`src/design/ex_consts.svh`:
```
// data widths, flag bit positions and operand size codes for the execute stage
`ifndef EX_CONSTS_SVH
`define EX_CONSTS_SVH

// datapath widths
`define EX_WORD_W 32
`define EX_MM_W 64

// positions inside the 32-bit flags word
`define EX_FLAG_CF 0
`define EX_FLAG_AF 4
`define EX_FLAG_ZF 6
`define EX_FLAG_SF 7
`define EX_FLAG_OF 11

// operand size codes
`define EX_SIZE_W 2
`define EX_SZ_BYTE 2'd0
`define EX_SZ_WORD 2'd1
`define EX_SZ_DWORD 2'd2
`define EX_SZ_QUAD 2'd3

`endif

```
`src/design/ex_pkg.sv`:
```
// operation enums, micro-op control struct and EX/WB payload structs
`default_nettype none

`include "ex_consts.svh"

package ex_pkg;

	// --------------------
	// operation codes
	// --------------------

	// bit 0 doubles as the shift direction, 0 is shl and 1 is shr
	typedef enum logic [2:0] {
		alu_add    = 3'd0,
		alu_adc    = 3'd1,
		alu_sub    = 3'd2,
		alu_sbb    = 3'd3,
		alu_and    = 3'd4,
		alu_or     = 3'd5,
		alu_xor    = 3'd6,
		alu_pass_b = 3'd7
	} alu_op_e;

	typedef enum logic [`EX_SIZE_W-1:0] {
		size_byte  = `EX_SZ_BYTE,
		size_word  = `EX_SZ_WORD,
		size_dword = `EX_SZ_DWORD,
		size_quad  = `EX_SZ_QUAD
	} data_size_e;

	typedef enum logic [1:0] {
		mm_paddb = 2'd0,
		mm_paddw = 2'd1,
		mm_paddd = 2'd2,
		mm_pand  = 2'd3
	} mm_op_e;

	// --------------------
	// control bundle
	// --------------------
	typedef struct packed {
		alu_op_e    alu_op;
		data_size_e size;
		mm_op_e     mm_op;
		logic       is_cmps_first;
		logic       is_cmps_second;
		logic       repne_steady;
		logic       is_cmpxchg;
		logic       is_xchg;
		logic       pass_a;
		logic       is_alu32;
		logic       alu32_flags_sel;
		logic       alu_to_b;
		logic       mux_sp_pop;
		logic       repne;
		// raw write enables from decode
		logic       ld_gpr1;
		logic       ld_gpr2;
		logic       ld_gpr3;
		logic       ld_seg;
		logic       ld_mm;
		logic       dcache_write;
	} ex_ctrl_t;

	// --------------------
	// EX/WB payloads
	// --------------------
	typedef struct packed {
		logic [`EX_WORD_W-1:0] result_a;
		logic [`EX_WORD_W-1:0] result_b;
		logic [`EX_WORD_W-1:0] result_c;
		logic [`EX_WORD_W-1:0] flags;
		logic [`EX_MM_W-1:0]   result_mm;
	} wb_data_t;

	// write enables here are already qualified by valid
	typedef struct packed {
		logic valid;
		logic ld_gpr1;
		logic ld_gpr2;
		logic ld_gpr3;
		logic ld_seg;
		logic ld_mm;
		logic dcache_write;
	} wb_ctrl_t;

endpackage

`default_nettype wire

```
`src/design/fu_results_if.sv`:
```
// functional unit result bundle with producer and consumer modports
`default_nettype none

`include "ex_consts.svh"

interface fu_results_if;

	logic [`EX_WORD_W-1:0] alu32_result;
	logic [`EX_WORD_W-1:0] alu32_flags;
	logic [`EX_MM_W-1:0]   alu64_result;
	logic [`EX_WORD_W-1:0] shift_result;
	logic [`EX_WORD_W-1:0] shift_flags;
	logic [`EX_WORD_W-1:0] count_minus_one;
	logic [`EX_WORD_W-1:0] sp_pop;

	// driven by the functional units
	modport producer (
		output alu32_result,
		output alu32_flags,
		output alu64_result,
		output shift_result,
		output shift_flags,
		output count_minus_one,
		output sp_pop
	);

	// read by result selection and write control
	modport consumer (
		input alu32_result,
		input alu32_flags,
		input alu64_result,
		input shift_result,
		input shift_flags,
		input count_minus_one,
		input sp_pop
	);

endinterface

`default_nettype wire

```
`src/design/stage_latch.sv`:
```
// type-parameterized pipeline register with load enable and synchronous clear
`default_nettype none

module stage_latch #(
	parameter type payload_t = logic [31:0]
) (
	input  logic     clk,
	input  logic     rst,
	input  logic     load,
	input  payload_t d,
	output payload_t q
);

	// holds its value whenever load is low
	always_ff @(posedge clk) begin
		if (rst) begin
			q <= '0;
		end else if (load) begin
			q <= d;
		end
	end

endmodule

`default_nettype wire

```
`src/design/operand_select_ex.sv`:
```
// operand selection for EX with the cmps first-operand temporary
`default_nettype none

`include "ex_consts.svh"

module operand_select_ex (
	input  logic                  clk,
	input  logic                  rst,
	input  logic                  ex_valid,
	input  logic                  wb_stall,
	input  ex_pkg::ex_ctrl_t      ctrl,
	input  logic [`EX_WORD_W-1:0] ex_a,
	input  logic [`EX_WORD_W-1:0] ex_b,
	input  logic [`EX_WORD_W-1:0] ex_c,
	input  logic [`EX_WORD_W-1:0] count_fwd,
	output logic [`EX_WORD_W-1:0] b,
	output logic [`EX_WORD_W-1:0] count
);

	logic [`EX_WORD_W-1:0] cmps_temp;
	logic                  cmps_temp_ld;

	// capture only when the first cmps uop actually advances
	assign cmps_temp_ld = ex_valid && ctrl.is_cmps_first && !wb_stall;

	always_ff @(posedge clk) begin
		if (rst) begin
			cmps_temp <= '0;
		end else if (cmps_temp_ld) begin
			cmps_temp <= ex_a;
		end
	end

	// second cmps uop compares against the saved first operand
	assign b = ctrl.is_cmps_second ? cmps_temp : ex_b;

	// steady-state repne takes the forwarded count
	assign count = ctrl.repne_steady ? count_fwd : ex_c;

endmodule

`default_nettype wire

```
`src/design/functional_unit_ex.sv`:
```
// 32-bit ALU with flags, shifter, packed 64-bit adder, count decrement and pop adder
`default_nettype none

`include "ex_consts.svh"

module functional_unit_ex (
	input  ex_pkg::ex_ctrl_t      ctrl,
	input  logic [`EX_WORD_W-1:0] ex_a,
	input  logic [`EX_WORD_W-1:0] ex_b,
	input  logic [`EX_WORD_W-1:0] ex_c,
	input  logic [`EX_WORD_W-1:0] b,
	input  logic [`EX_WORD_W-1:0] count,
	input  logic [`EX_WORD_W-1:0] flags_fwd,
	input  logic [`EX_MM_W-1:0]   ex_mm_a,
	input  logic [`EX_MM_W-1:0]   ex_mm_b,
	fu_results_if.producer        fu
);

	// quad falls back to the full 32-bit path here
	function automatic logic [`EX_WORD_W-1:0] size_mask(input ex_pkg::data_size_e size);
		case (size)
			ex_pkg::size_byte: return 32'h0000_00ff;
			ex_pkg::size_word: return 32'h0000_ffff;
			default:           return 32'hffff_ffff;
		endcase
	endfunction

	// sign bit of the operand at the selected width
	function automatic logic top_bit(input logic [`EX_WORD_W-1:0] v,
		input ex_pkg::data_size_e size);
		case (size)
			ex_pkg::size_byte: return v[7];
			ex_pkg::size_word: return v[15];
			default:           return v[31];
		endcase
	endfunction

	// carry out just past the selected width
	function automatic logic carry_bit(input logic [`EX_WORD_W:0] v,
		input ex_pkg::data_size_e size);
		case (size)
			ex_pkg::size_byte: return v[8];
			ex_pkg::size_word: return v[16];
			default:           return v[32];
		endcase
	endfunction

	logic [`EX_WORD_W-1:0]   mask;
	logic [`EX_WORD_W-1:0]   a_m;
	logic [`EX_WORD_W-1:0]   b_m;
	logic                    cf_in;
	logic [`EX_WORD_W:0]     raw;
	logic [`EX_WORD_W-1:0]   alu_res;
	logic [`EX_WORD_W-1:0]   alu_flags;
	logic                    is_arith;
	logic                    is_sub;
	logic                    a_top;
	logic                    b_top;
	logic                    r_top;
	logic [4:0]              shamt;
	logic [2*`EX_WORD_W-1:0] shl_wide;
	logic [`EX_WORD_W:0]     shr_wide;
	logic [`EX_WORD_W-1:0]   shift_res;
	logic                    shift_cf;
	logic [`EX_WORD_W-1:0]   shift_flags;
	logic [`EX_MM_W-1:0]     mm_res;
	logic [`EX_WORD_W-1:0]   pop_inc;

	assign mask  = size_mask(ctrl.size);
	assign a_m   = ex_a & mask;
	assign b_m   = b & mask;
	assign cf_in = flags_fwd[`EX_FLAG_CF];

	// --------------------
	// alu32
	// --------------------

	// one extra bit keeps the carry or borrow at dword size
	always_comb begin
		case (ctrl.alu_op)
			ex_pkg::alu_add: raw = {1'b0, a_m} + {1'b0, b_m};
			ex_pkg::alu_adc: raw = {1'b0, a_m} + {1'b0, b_m} + cf_in;
			ex_pkg::alu_sub: raw = {1'b0, a_m} - {1'b0, b_m};
			ex_pkg::alu_sbb: raw = {1'b0, a_m} - {1'b0, b_m} - cf_in;
			ex_pkg::alu_and: raw = {1'b0, a_m & b_m};
			ex_pkg::alu_or:  raw = {1'b0, a_m | b_m};
			ex_pkg::alu_xor: raw = {1'b0, a_m ^ b_m};
			default:         raw = {1'b0, b_m};
		endcase
	end

	assign alu_res  = raw[`EX_WORD_W-1:0] & mask;
	assign is_arith = ctrl.alu_op inside {ex_pkg::alu_add, ex_pkg::alu_adc,
		ex_pkg::alu_sub, ex_pkg::alu_sbb};
	assign is_sub   = ctrl.alu_op inside {ex_pkg::alu_sub, ex_pkg::alu_sbb};
	assign a_top    = top_bit(a_m, ctrl.size);
	assign b_top    = top_bit(b_m, ctrl.size);
	assign r_top    = top_bit(alu_res, ctrl.size);

	// untouched flag bits pass through from the forwarded word
	always_comb begin
		alu_flags = flags_fwd;
		alu_flags[`EX_FLAG_ZF] = (alu_res == '0);
		alu_flags[`EX_FLAG_SF] = r_top;
		if (is_arith) begin
			alu_flags[`EX_FLAG_CF] = carry_bit(raw, ctrl.size);
			// carry out of bit 3
			alu_flags[`EX_FLAG_AF] = a_m[4] ^ b_m[4] ^ alu_res[4];
			if (is_sub) begin
				alu_flags[`EX_FLAG_OF] = (a_top != b_top) && (r_top != a_top);
			end else begin
				alu_flags[`EX_FLAG_OF] = (a_top == b_top) && (r_top != a_top);
			end
		end else begin
			alu_flags[`EX_FLAG_CF] = 1'b0;
			alu_flags[`EX_FLAG_AF] = 1'b0;
			alu_flags[`EX_FLAG_OF] = 1'b0;
		end
	end

	// --------------------
	// shifter
	// --------------------
	assign shamt    = ex_b[4:0];
	assign shl_wide = {{`EX_WORD_W{1'b0}}, a_m} << shamt;
	// guard bit below the lsb catches the last bit out on shr
	assign shr_wide = {a_m, 1'b0} >> shamt;

	always_comb begin
		if (ctrl.alu_op[0]) begin
			shift_res = shr_wide[`EX_WORD_W:1];
			shift_cf  = shr_wide[0];
		end else begin
			shift_res = shl_wide[`EX_WORD_W-1:0] & mask;
			shift_cf  = carry_bit(shl_wide[`EX_WORD_W:0], ctrl.size);
		end
		shift_flags = flags_fwd;
		// zero count leaves the flags alone
		if (shamt != '0) begin
			shift_flags[`EX_FLAG_CF] = shift_cf;
			shift_flags[`EX_FLAG_ZF] = (shift_res == '0);
			shift_flags[`EX_FLAG_SF] = top_bit(shift_res, ctrl.size);
		end
	end

	// --------------------
	// packed mmx adder
	// --------------------

	// lanes wrap independently
	always_comb begin
		mm_res = '0;
		case (ctrl.mm_op)
			ex_pkg::mm_paddb: begin
				for (int i = 0; i < `EX_MM_W / 8; i++) begin
					mm_res[i*8 +: 8] = ex_mm_a[i*8 +: 8] + ex_mm_b[i*8 +: 8];
				end
			end
			ex_pkg::mm_paddw: begin
				for (int i = 0; i < `EX_MM_W / 16; i++) begin
					mm_res[i*16 +: 16] = ex_mm_a[i*16 +: 16] + ex_mm_b[i*16 +: 16];
				end
			end
			ex_pkg::mm_paddd: begin
				for (int i = 0; i < `EX_MM_W / 32; i++) begin
					mm_res[i*32 +: 32] = ex_mm_a[i*32 +: 32] + ex_mm_b[i*32 +: 32];
				end
			end
			default: begin
				mm_res = ex_mm_a & ex_mm_b;
			end
		endcase
	end

	// --------------------
	// count and stack pointer
	// --------------------
	always_comb begin
		case (ctrl.size)
			ex_pkg::size_byte:  pop_inc = 32'd1;
			ex_pkg::size_word:  pop_inc = 32'd2;
			ex_pkg::size_dword: pop_inc = 32'd4;
			default:            pop_inc = 32'd8;
		endcase
	end

	assign fu.alu32_result    = alu_res;
	assign fu.alu32_flags     = alu_flags;
	assign fu.alu64_result    = mm_res;
	assign fu.shift_result    = shift_res;
	assign fu.shift_flags     = shift_flags;
	assign fu.count_minus_one = count - 32'd1;
	assign fu.sp_pop          = ex_c + pop_inc;

endmodule

`default_nettype wire

```
`src/design/result_select_ex.sv`:
```
// next writeback value selection for results A, B, C, flags and MM
`default_nettype none

`include "ex_consts.svh"

module result_select_ex (
	input  ex_pkg::ex_ctrl_t      ctrl,
	input  logic [`EX_WORD_W-1:0] ex_a,
	input  logic [`EX_WORD_W-1:0] ex_b,
	input  logic [`EX_WORD_W-1:0] ex_c,
	fu_results_if.consumer        fu,
	output ex_pkg::wb_data_t      next_data
);

	// --------------------
	// result a
	// --------------------

	// priority follows the mux chain, alu result wins
	always_comb begin
		if (ctrl.is_alu32) begin
			next_data.result_a = fu.alu32_result;
		end else if (ctrl.is_cmps_first || ctrl.is_xchg) begin
			next_data.result_a = ex_b;
		end else if (ctrl.pass_a) begin
			next_data.result_a = ex_a;
		end else if (ctrl.is_cmpxchg) begin
			next_data.result_a = ex_c;
		end else begin
			next_data.result_a = fu.shift_result;
		end
	end

	// --------------------
	// results b and c
	// --------------------
	always_comb begin
		if (ctrl.alu_to_b) begin
			next_data.result_b = fu.alu32_result;
		end else if (ctrl.is_cmpxchg || ctrl.is_xchg) begin
			next_data.result_b = ex_a;
		end else begin
			next_data.result_b = ex_b;
		end
	end

	// count decrement for cmps, pop for stack ops
	always_comb begin
		if (ctrl.is_cmps_second) begin
			next_data.result_c = fu.count_minus_one;
		end else if (ctrl.mux_sp_pop) begin
			next_data.result_c = fu.sp_pop;
		end else begin
			next_data.result_c = ex_c;
		end
	end

	// --------------------
	// flags and mm
	// --------------------
	always_comb begin
		next_data.flags     = ctrl.alu32_flags_sel ? fu.alu32_flags : fu.shift_flags;
		next_data.result_mm = fu.alu64_result;
	end

endmodule

`default_nettype wire

```
`src/design/wb_control_ex.sv`:
```
// cmpxchg write decision, valid gating of write enables and next valid under repne
`default_nettype none

`include "ex_consts.svh"

module wb_control_ex (
	input  ex_pkg::ex_ctrl_t ctrl,
	input  logic             ex_valid,
	input  logic             repne_terminate,
	fu_results_if.consumer   fu,
	output ex_pkg::wb_ctrl_t next_ctrl
);

	logic zf;
	logic ld_gpr1;
	logic ld_gpr2;
	logic dcache_write;

	// equal compare in cmpxchg shows up as ZF
	assign zf = fu.alu32_flags[`EX_FLAG_ZF];

	// --------------------
	// cmpxchg decision
	// --------------------

	// on match write the destination, else load the accumulator
	always_comb begin
		ld_gpr1      = ctrl.ld_gpr1;
		ld_gpr2      = ctrl.ld_gpr2;
		dcache_write = ctrl.dcache_write;
		if (ctrl.is_cmpxchg) begin
			ld_gpr1      = ctrl.ld_gpr1 && zf;
			ld_gpr2      = !zf;
			dcache_write = ctrl.dcache_write && zf;
		end
	end

	// --------------------
	// validation
	// --------------------
	always_comb begin
		next_ctrl.ld_gpr1      = ex_valid && ld_gpr1;
		next_ctrl.ld_gpr2      = ex_valid && ld_gpr2;
		next_ctrl.ld_gpr3      = ex_valid && ctrl.ld_gpr3;
		next_ctrl.ld_seg       = ex_valid && ctrl.ld_seg;
		next_ctrl.ld_mm        = ex_valid && ctrl.ld_mm;
		next_ctrl.dcache_write = ex_valid && dcache_write;
		// repne iterations only reach wb once terminated
		if (ctrl.repne) begin
			next_ctrl.valid = ex_valid && repne_terminate;
		end else begin
			next_ctrl.valid = ex_valid;
		end
	end

endmodule

`default_nettype wire

```
`src/design/ex_stage.sv`:
```
// execute stage top level with the EX/WB data and control latches
`default_nettype none

`include "ex_consts.svh"

module ex_stage (
	input  logic                  clk,
	input  logic                  rst,
	input  logic                  ex_valid,
	input  ex_pkg::ex_ctrl_t      ex_ctrl,
	input  logic [`EX_WORD_W-1:0] ex_a,
	input  logic [`EX_WORD_W-1:0] ex_b,
	input  logic [`EX_WORD_W-1:0] ex_c,
	input  logic [`EX_MM_W-1:0]   ex_mm_a,
	input  logic [`EX_MM_W-1:0]   ex_mm_b,
	input  logic [`EX_WORD_W-1:0] count_fwd,
	input  logic [`EX_WORD_W-1:0] flags_fwd,
	input  logic                  repne_terminate,
	input  logic                  wb_stall,
	output logic                  wb_valid,
	output logic                  wb_ld_gpr1,
	output logic                  wb_ld_gpr2,
	output logic                  wb_ld_gpr3,
	output logic                  wb_ld_seg,
	output logic                  wb_ld_mm,
	output logic                  wb_dcache_write,
	output logic [`EX_WORD_W-1:0] wb_result_a,
	output logic [`EX_WORD_W-1:0] wb_result_b,
	output logic [`EX_WORD_W-1:0] wb_result_c,
	output logic [`EX_WORD_W-1:0] wb_flags,
	output logic [`EX_MM_W-1:0]   wb_result_mm
);

	logic [`EX_WORD_W-1:0] b;
	logic [`EX_WORD_W-1:0] count;
	ex_pkg::wb_data_t      next_data;
	ex_pkg::wb_data_t      data_q;
	ex_pkg::wb_ctrl_t      next_ctrl;
	ex_pkg::wb_ctrl_t      ctrl_q;

	fu_results_if u_fu_results ();

	// --------------------
	// combinational datapath
	// --------------------
	operand_select_ex u_operand_select (
		.clk       (clk),
		.rst       (rst),
		.ex_valid  (ex_valid),
		.wb_stall  (wb_stall),
		.ctrl      (ex_ctrl),
		.ex_a      (ex_a),
		.ex_b      (ex_b),
		.ex_c      (ex_c),
		.count_fwd (count_fwd),
		.b         (b),
		.count     (count)
	);

	functional_unit_ex u_functional_unit (
		.ctrl      (ex_ctrl),
		.ex_a      (ex_a),
		.ex_b      (ex_b),
		.ex_c      (ex_c),
		.b         (b),
		.count     (count),
		.flags_fwd (flags_fwd),
		.ex_mm_a   (ex_mm_a),
		.ex_mm_b   (ex_mm_b),
		.fu        (u_fu_results.producer)
	);

	result_select_ex u_result_select (
		.ctrl      (ex_ctrl),
		.ex_a      (ex_a),
		.ex_b      (ex_b),
		.ex_c      (ex_c),
		.fu        (u_fu_results.consumer),
		.next_data (next_data)
	);

	wb_control_ex u_wb_control (
		.ctrl            (ex_ctrl),
		.ex_valid        (ex_valid),
		.repne_terminate (repne_terminate),
		.fu              (u_fu_results.consumer),
		.next_ctrl       (next_ctrl)
	);

	// --------------------
	// EX/WB latches
	// --------------------

	// both latches freeze together on a writeback stall
	stage_latch #(.payload_t(ex_pkg::wb_data_t)) u_data_latch (
		.clk  (clk),
		.rst  (rst),
		.load (!wb_stall),
		.d    (next_data),
		.q    (data_q)
	);

	stage_latch #(.payload_t(ex_pkg::wb_ctrl_t)) u_ctrl_latch (
		.clk  (clk),
		.rst  (rst),
		.load (!wb_stall),
		.d    (next_ctrl),
		.q    (ctrl_q)
	);

	assign wb_valid        = ctrl_q.valid;
	assign wb_ld_gpr1      = ctrl_q.ld_gpr1;
	assign wb_ld_gpr2      = ctrl_q.ld_gpr2;
	assign wb_ld_gpr3      = ctrl_q.ld_gpr3;
	assign wb_ld_seg       = ctrl_q.ld_seg;
	assign wb_ld_mm        = ctrl_q.ld_mm;
	assign wb_dcache_write = ctrl_q.dcache_write;
	assign wb_result_a     = data_q.result_a;
	assign wb_result_b     = data_q.result_b;
	assign wb_result_c     = data_q.result_c;
	assign wb_flags        = data_q.flags;
	assign wb_result_mm    = data_q.result_mm;

endmodule

`default_nettype wire

```
`config.mk`:
```
export PLATFORM = sky130hd
export DESIGN_NAME = ex_stage
export DESIGN_NICKNAME = d
export VERILOG_FILES = /design/src/design/ex_pkg.sv /design/src/design/fu_results_if.sv /design/src/design/stage_latch.sv /design/src/design/operand_select_ex.sv /design/src/design/functional_unit_ex.sv /design/src/design/result_select_ex.sv /design/src/design/wb_control_ex.sv /design/src/design/ex_stage.sv
export VERILOG_INCLUDE_DIRS = /design/src /design/src/design
export SDC_FILE = /design/constraint.sdc
export NUM_CORES = 2
export LEC_CHECK = 0
export ABC_AREA = 0
export BUFFER_PORTS_ARGS = -buffer_cell sky130_fd_sc_hd__buf_2
export CELL_PAD_IN_SITES_DETAIL_PLACEMENT = 0
export CELL_PAD_IN_SITES_GLOBAL_PLACEMENT = 1
export CORE_AREA = 2 2 317 319
export DETAILED_ROUTE_END_ITERATION = 7
export DIE_AREA = 0 0 319 321
export PLACE_DENSITY = 0.63
export SETUP_SLACK_MARGIN = 0.5
export SYNTH_ARGS = -nofsm -noshare
export SYNTH_HDL_FRONTEND = slang
export SYNTH_SLANG_ARGS = --single-unit
export TNS_END_PERCENT = 100
```
`constraint.sdc`:
```
create_clock -name clk -period 6.97 [get_ports clk]
set_input_delay 1.394 -clock clk [delete_from_list [all_inputs] [get_ports clk]]
set_output_delay 1.394 -clock clk [all_outputs]
set_load 0.02 [all_outputs]
```
# Word level (Yosys, flattened, before mapping)
# Cells that the tools add are included.
[classes]
add_sub_neg = 20
n_eq_ne = 13
shift = 2
muxes = 33
n_bitwise = 10
n_reduce_logical = 25
[ops]
columns = ["operator", "count"]
rows = [
  ["32-bit 2-to-1 mux", 11],
  ["33-bit one-hot mux with 7 select lines", 1],
  ["64-bit one-hot mux with 3 select lines", 1],
  ["32-bit bitwise AND", 5],
  ["16-bit adder", 4],
  ["32-bit adder", 2],
  ["8-bit adder", 8],
  ["64-bit bitwise AND", 1],
  ["32-bit zero test", 2],
  ["32-bit one-hot mux with 2 select lines", 1],
  ["32-bit by 32-bit adder with 33-bit output", 1],
  ["33-bit by 1-bit adder with 33-bit output", 1],
  ["32-bit by 5-bit left shift with 33-bit output", 1],
  ["33-bit by 5-bit right shift with 33-bit output", 1],
  ["32-bit by 32-bit subtractor with 33-bit output", 1],
  ["33-bit by 1-bit subtractor with 33-bit output", 1],
  ["32-bit by 4-bit adder with 32-bit output", 1],
  ["32-bit bitwise OR", 1],
  ["32-bit by 1-bit subtractor with 32-bit output, second input constant", 1],
  ["32-bit bitwise XOR", 1],
  ["1-bit logical AND", 13],
  ["12-bit 2-to-1 mux", 1],
  ["1-bit one-hot mux with 2 select lines", 6],
  ["4-bit one-hot mux with 3 select lines", 1],
  ["17 further kinds", 36],
]
[word_totals]
register_bits = 231
in_bits = 317

# Longest topological paths before layout
[depth]
word_depth = 13
depth_mapped = 26
depth_no_buf = 19

# By module
# Synthesis repeated with hierarchy kept, for this count alone.
[unflattened]
hier_cells = 4263
hier_area_um2 = 32299.7
[by_module_without_submodules]
columns = ["mod", "instances", "cells_per_inst", "area_each_um2", "seq_area_each_um2"]
rows = [
  ["functional_unit_ex", 1, 2866, 18587.8, 0.0],
  ["stage_latch (u_data_latch)", 1, 619, 7000.5, 3843.7],
  ["result_select_ex", 1, 533, 4116.4, 0.0],
  ["operand_select_ex", 1, 212, 2280.9, 640.6],
  ["stage_latch (u_ctrl_latch)", 1, 22, 247.7, 140.1],
  ["wb_control_ex", 1, 10, 62.6, 0.0],
  ["ex_stage", 1, 1, 3.8, 0.0],
]

# Worst setup path after synthesis
# Ideal clock, no wire load.
[synth_timing]
kind = "input -> register"
from = "in ex_ctrl[15] (netlist bit)"
to = "reg u_ctrl_latch.q[4] (netlist bit)"
setup_time_ns = 0.114
t_arrival_ns = 6.657
path_slack_ns = 0.199
cell_stages = 22
n_path_buf = 4
cell_sequence = "clkbuf_1 buf_1 buf_1 mux2i_1 nor2_1 inv_1 ha_1 buf_2 or4_4 nor3_2 o2bb2ai_2 o2111ai_1 a221o_1 xnor2_2 nor4b_2 and3_1 mux2_2 o32ai_1 nand4_2 nor4_4 a41oi_1 a21o_1"
[synth_via]
elab_chain_cells = 10
word_cells_on_any_way = 15
cone_classes = "add/sub: 4; mux: 3; bitwise: 5; reduce/logical: 3"
[synth_rtl]
columns = ["item", "line", "text"]
rows = [
  ["start: declaration", "ex_stage.sv:10", "input ex_pkg::ex_ctrl_t ex_ctrl,"],
  ["32-bit 2-to-1 mux (*)", "operand_select_ex.sv:35", "assign b = ctrl.is_cmps_second ? cmps_temp : ex_b;"],
  ["32-bit bitwise AND (*)", "functional_unit_ex.sv:71", "assign b_m = b & mask;"],
  ["32-bit by 32-bit subtractor with 33-bit output or 32-bit by 32-bit adder with 33-bit output (tied branches)", "--", ""],
  ["33-bit by 1-bit subtractor with 33-bit output or 33-bit by 1-bit adder with 33-bit output (tied branches)", "functional_unit_ex.sv:84, functional_unit_ex.sv:82", ""],
  ["33-bit one-hot mux with 7 select lines (*)", "functional_unit_ex.sv:80", "case (ctrl.alu_op)"],
  ["32-bit bitwise AND (*)", "functional_unit_ex.sv:92", "assign alu_res = raw[`EX_WORD_W-1:0] & mask;"],
  ["32-bit zero test (*)", "functional_unit_ex.sv:103", "alu_flags[`EX_FLAG_ZF] = (alu_res == '0);"],
  ["1-bit zero test (*)", "wb_control_ex.sv:33", "ld_gpr2 = !zf;"],
  ["1-bit 2-to-1 mux (*)", "wb_control_ex.sv:31", "if (ctrl.is_cmpxchg) begin"],
  ["1-bit logical AND (*)", "wb_control_ex.sv:43", "next_ctrl.ld_gpr2 = ex_valid && ld_gpr2;"],
  ["end signal: assignment", "stage_latch.sv:17", "q <= '0;"],
  ["end signal: assignment", "stage_latch.sv:19", "q <= d;"],
  ["end: declaration", "stage_latch.sv:11", "output payload_t q"],
]
# Mark *: on every way between the ends. The rest lies on a longest branch, timed or not.
# A chain may end at the register's enable or synchronous reset.

# Final worst setup path
[layout_timing]
from = "in ex_ctrl[15] (netlist bit)"
to = "reg u_ctrl_latch.q[0] (netlist bit)"
[layout_via]
elab_chain_cells = 10
word_cells_on_any_way = 15
cone_classes = "add/sub: 4; mux: 3; bitwise: 5; reduce/logical: 3"
[layout_rtl]
columns = ["item", "line", "text"]
rows = [
  ["32-bit 2-to-1 mux (*)", "operand_select_ex.sv:35", ""],
  ["32-bit bitwise AND (*)", "functional_unit_ex.sv:71", ""],
  ["32-bit by 32-bit subtractor with 33-bit output or 32-bit by 32-bit adder with 33-bit output (tied branches)", "--", ""],
  ["33-bit by 1-bit subtractor with 33-bit output or 33-bit by 1-bit adder with 33-bit output (tied branches)", "functional_unit_ex.sv:84, functional_unit_ex.sv:82", ""],
  ["33-bit one-hot mux with 7 select lines (*)", "functional_unit_ex.sv:80", ""],
  ["32-bit bitwise AND (*)", "functional_unit_ex.sv:92", ""],
  ["32-bit zero test (*)", "functional_unit_ex.sv:103", ""],
  ["1-bit logical AND (*)", "wb_control_ex.sv:34", "dcache_write = ctrl.dcache_write && zf;"],
  ["1-bit 2-to-1 mux (*)", "wb_control_ex.sv:31", ""],
  ["1-bit logical AND (*)", "wb_control_ex.sv:47", "next_ctrl.dcache_write = ex_valid && dcache_write;"],
]
# Marks and branches as above.

==> metrics.cfg <==
[timing]
slew_headroom_pct = 28.40
drv_slew = 0
holdWs_ns = 0.4556
min_period_over_period_pct = 88.44
rsz0062_at_grt = no
fin_setup_tns_ns = 0
fin_skew_ns = 0.02148
fin_crit_ns = 6.164
layout_setup_ws_ns = 0.8058
fmax_ghz = 0.1622
setup_viol_count_final = 0
finalHoldViolations = 0
worst_pin_slew_ns = 1.074

[critical_path]
reg2reg_from = u_operand_select.cmps_temp[0]$_SDFFE_PP0P_
end_kind = flop
critPathArrivalTime_ns = 6.74
cp_slowest_cell = a2111o_1
cp-startpoint = ex_ctrl[15]
max_stage_delay_ns = 0.52
path_cells = buf_6 -> mux2i_1 -> inv_1 -> ha_1 -> fa_1 -> a211oi_4 -> o21ai_2 -> o2bb2ai_2 -> buf_4 -> o21a_1 -> or3_1 -> a2111o_1 -> nor3_2 -> nand4_1 -> o31ai_1 -> a21oi_1 -> o32ai_1 -> o211a_1 -> a31oi_1 -> o21ai_1
critPathMaxFanout = 17
start_kind = input port
crit_type = in2reg
cp.required_ns = 7.54
reg2regPathDepth = 19

[power]
power_density_nw_per_um2 = 173.4
vdd_drop_max_v = 0.0002100
p_leak_uw = 0.01538

[layout]
layout_common_cells = buf_2 (511), nor2_1 (495), nand2_1 (442), a21oi_1 (394), o21ai_0 (236)
stdcell_count = 5952
layout_commonest_cell = buf_2
drive_gt1_share_pct = 20.99
areaGrowthSynthToFinish_pct = 19.95
fillers = 10910
final_nets = 5133

[route]
vias = 34850
drt-total-wl_mm = 163.9
ant_nets = 0
wl_per_cell_microns = 27.53
viasPerCell = 5.855
drcViolationCount = 0
drtIter0Drc = 4136
first_pass_iters = 6

[clock_network]
cts_tree = built
htreeDepth = 1
clock_path_buffers = 3
cts.sinks = 231
numCtsBuffers = 30
worstSkewPairLatency_ns = 0.64
cts.clk_slew.worst_paths_ns = 0.06
cts-root-buf = clkbuf_16

[global_routing]
grt_use_total_pct = 30.31
grt_pass1_wl_mm = 231.2
grt_max_degree = 123
first_global_vias = 31870
antenna_found_initial = 17
grt_remaining_overflow = 0

[synthesis]
synth_flop_cell = dfxtp_1
syn_area_sq_um = 29440
yosysWarnings = 0
synthCells = 4178
syn_nets = 4685
ys_ff_latch = 231
synth_edf_count = 0
seq_area_frac_synth_pct = 15.71
synth_area_per_cell_sq_um = 7.046
async_flop_share_pct = 0
synthDistinctLibCells = 110

[die]
start_util_pct = 29.65
dieArea_sq_um = 102400
die_y_microns = 321
design.core.area_sq_um = 99280
num_rows = 116
boundaryPins = 516
dieWidth_microns = 319

[run]
max_cap_viol_count = 0

[placement]
post-place-cells = 5891
place_ws_ns = 0.05950
gp_congestion = 0.9775
port-buffer-count = 515
hpwl_mm = 130.3

[status]
outcome = completed

[hold_path]
min_from = u_operand_select.cmps_temp[22]$_SDFFE_PP0P_
hold_depth = 2
hold_class = reg2reg

==> registers in the layout, indices dropped and copies added, names as in the netlist <==
| register | count |
|---|---|
| u_data_latch.q | 192 |
| u_operand_select.cmps_temp | 32 |
| u_ctrl_latch.q | 7 |
==> timing repair <==
item,in CTS,in global routing
endpoints found under the setup margin,0,8
hold endpoints to repair,0,0
buffers inserted,0,1
gates resized for setup,0,19
hold buffers,0,0
==> power by group <==
group / switching [uW] / total, uW / internal [uW]
sequential: 58.8 / 1470 / 1410
combinational: 1890 / 2960 / 1060
clock: 738 / 1700 / 959
total: 2690 / 6120 / 3430
==> cells in the mapped netlist (29+ instances only) <==
cell,instances,area (sq um)
a211oi_1,124,930.9
dfxtp_1,231,4624
xnor2_1,131,1147
and2_1,39,244.0
a21oi_1,396,1982
mux2i_1,178,1782
inv_1,151,566.8
nand3_1,88,440.4
nor3_1,87,435.4
o21a_1,34,255.2
o21ai_0,236,1181
xor2_1,83,727.0
and3_1,29,181.4
clkbuf_1,266,998.5
a21o_1,71,533.0
nor2b_1,64,400.4
a31oi_1,37,231.5
o211ai_1,65,488.0
mux2_2,41,461.7
nand4_1,52,325.3
o21bai_1,29,217.7
o22ai_1,33,206.5
a221oi_1,38,332.8
nand2_1,442,1659
ha_1,179,2240
buf_1,38,142.6
nor2_1,498,1869
==> routing by layer <==
metal | share of wire, % | track usage (%) | up-vias | wire, microns
li1 | - | - | 16030 | -
met1 | 43 | 41.05 | 16750 | 70090
met2 | 44 | 48.06 | 1788 | 72510
met3 | 9.4 | 6.687 | 261 | 15440
met4 | 3.5 | 8.763 | 16 | 5725
met5 | 0.068 | 0 | - | 112
==> layout make-up <==
cell class                      instances  area (sq um)  share of cell area (%)
Multi-Input combinational cell       3448         22990                   65.11
Sequential cell                       231          4624                   13.10
Timing Repair Buffer                  752          4413                   12.50
Tap cell                             1298          1624                   4.599
Clock buffer                           38         830.8                   2.353
Inverter                              163         613.1                   1.736
Clock inverter                         17         201.4                  0.5705
Antenna cell                            5         12.51                 0.03543
==> kinds of logic (layout without fill, tap and decap cells) <==
| kind of cell | count (synthesis) | count (layout) | synth area share (%) |
|---|---|---|---|
| AO/OA/AOI/OAI | 1323 | 1323 | 29.68 |
| XOR/XNOR | 217 | 217 | 6.533 |
| adder cells (fa/ha/maj) | 191 | 191 | 8.390 |
| buffers and inverters | 499 | 970 | 6.639 |
| flip-flops | 231 | 231 | 15.71 |
| multiplexers | 248 | 248 | 9.801 |
| other | 0 | 5 | 0 |
| AND/OR/NAND/NOR | 1469 | 1469 | 23.25 |
==> path summary, 6_finish.rpt <==
kind                                                               endpoint  slack (ns)
worst max-delay path                         u_ctrl_latch.q[0]$_SDFFE_PP0N_        0.81
worst min-delay path            u_operand_select.cmps_temp[22]$_SDFFE_PP0P_        0.46
worst max register to register               u_ctrl_latch.q[0]$_SDFFE_PP0N_        1.52
worst min register to register  u_operand_select.cmps_temp[22]$_SDFFE_PP0P_        0.46
==> stage by stage <==
stage / power (uW) / area (sq um) / utilization, %
6_report: 6124 / 35310 / 35.57
5_1_grt: 6396 / 35300 / 35.56
4_1_cts: 6073 / 35180 / 35.43
3_5_place_dp: 4368 / 34140 / 34.39
3_3_place_gp: 4377 / 34140 / 34.39
2_1_floorplan: 3243 / 29460 / -
==> critical path, delay by kind of cell <==
kind / cells / cell delay (ns)
adder cells (fa/ha/maj): 2 / 0.69
AND/OR/NAND/NOR: 3 / 0.82
buffers and inverters: 3 / 0.46
AO/OA/AOI/OAI: 11 / 3.05
multiplexers: 1 / 0.30
Power figures use the tool's default switching activity.
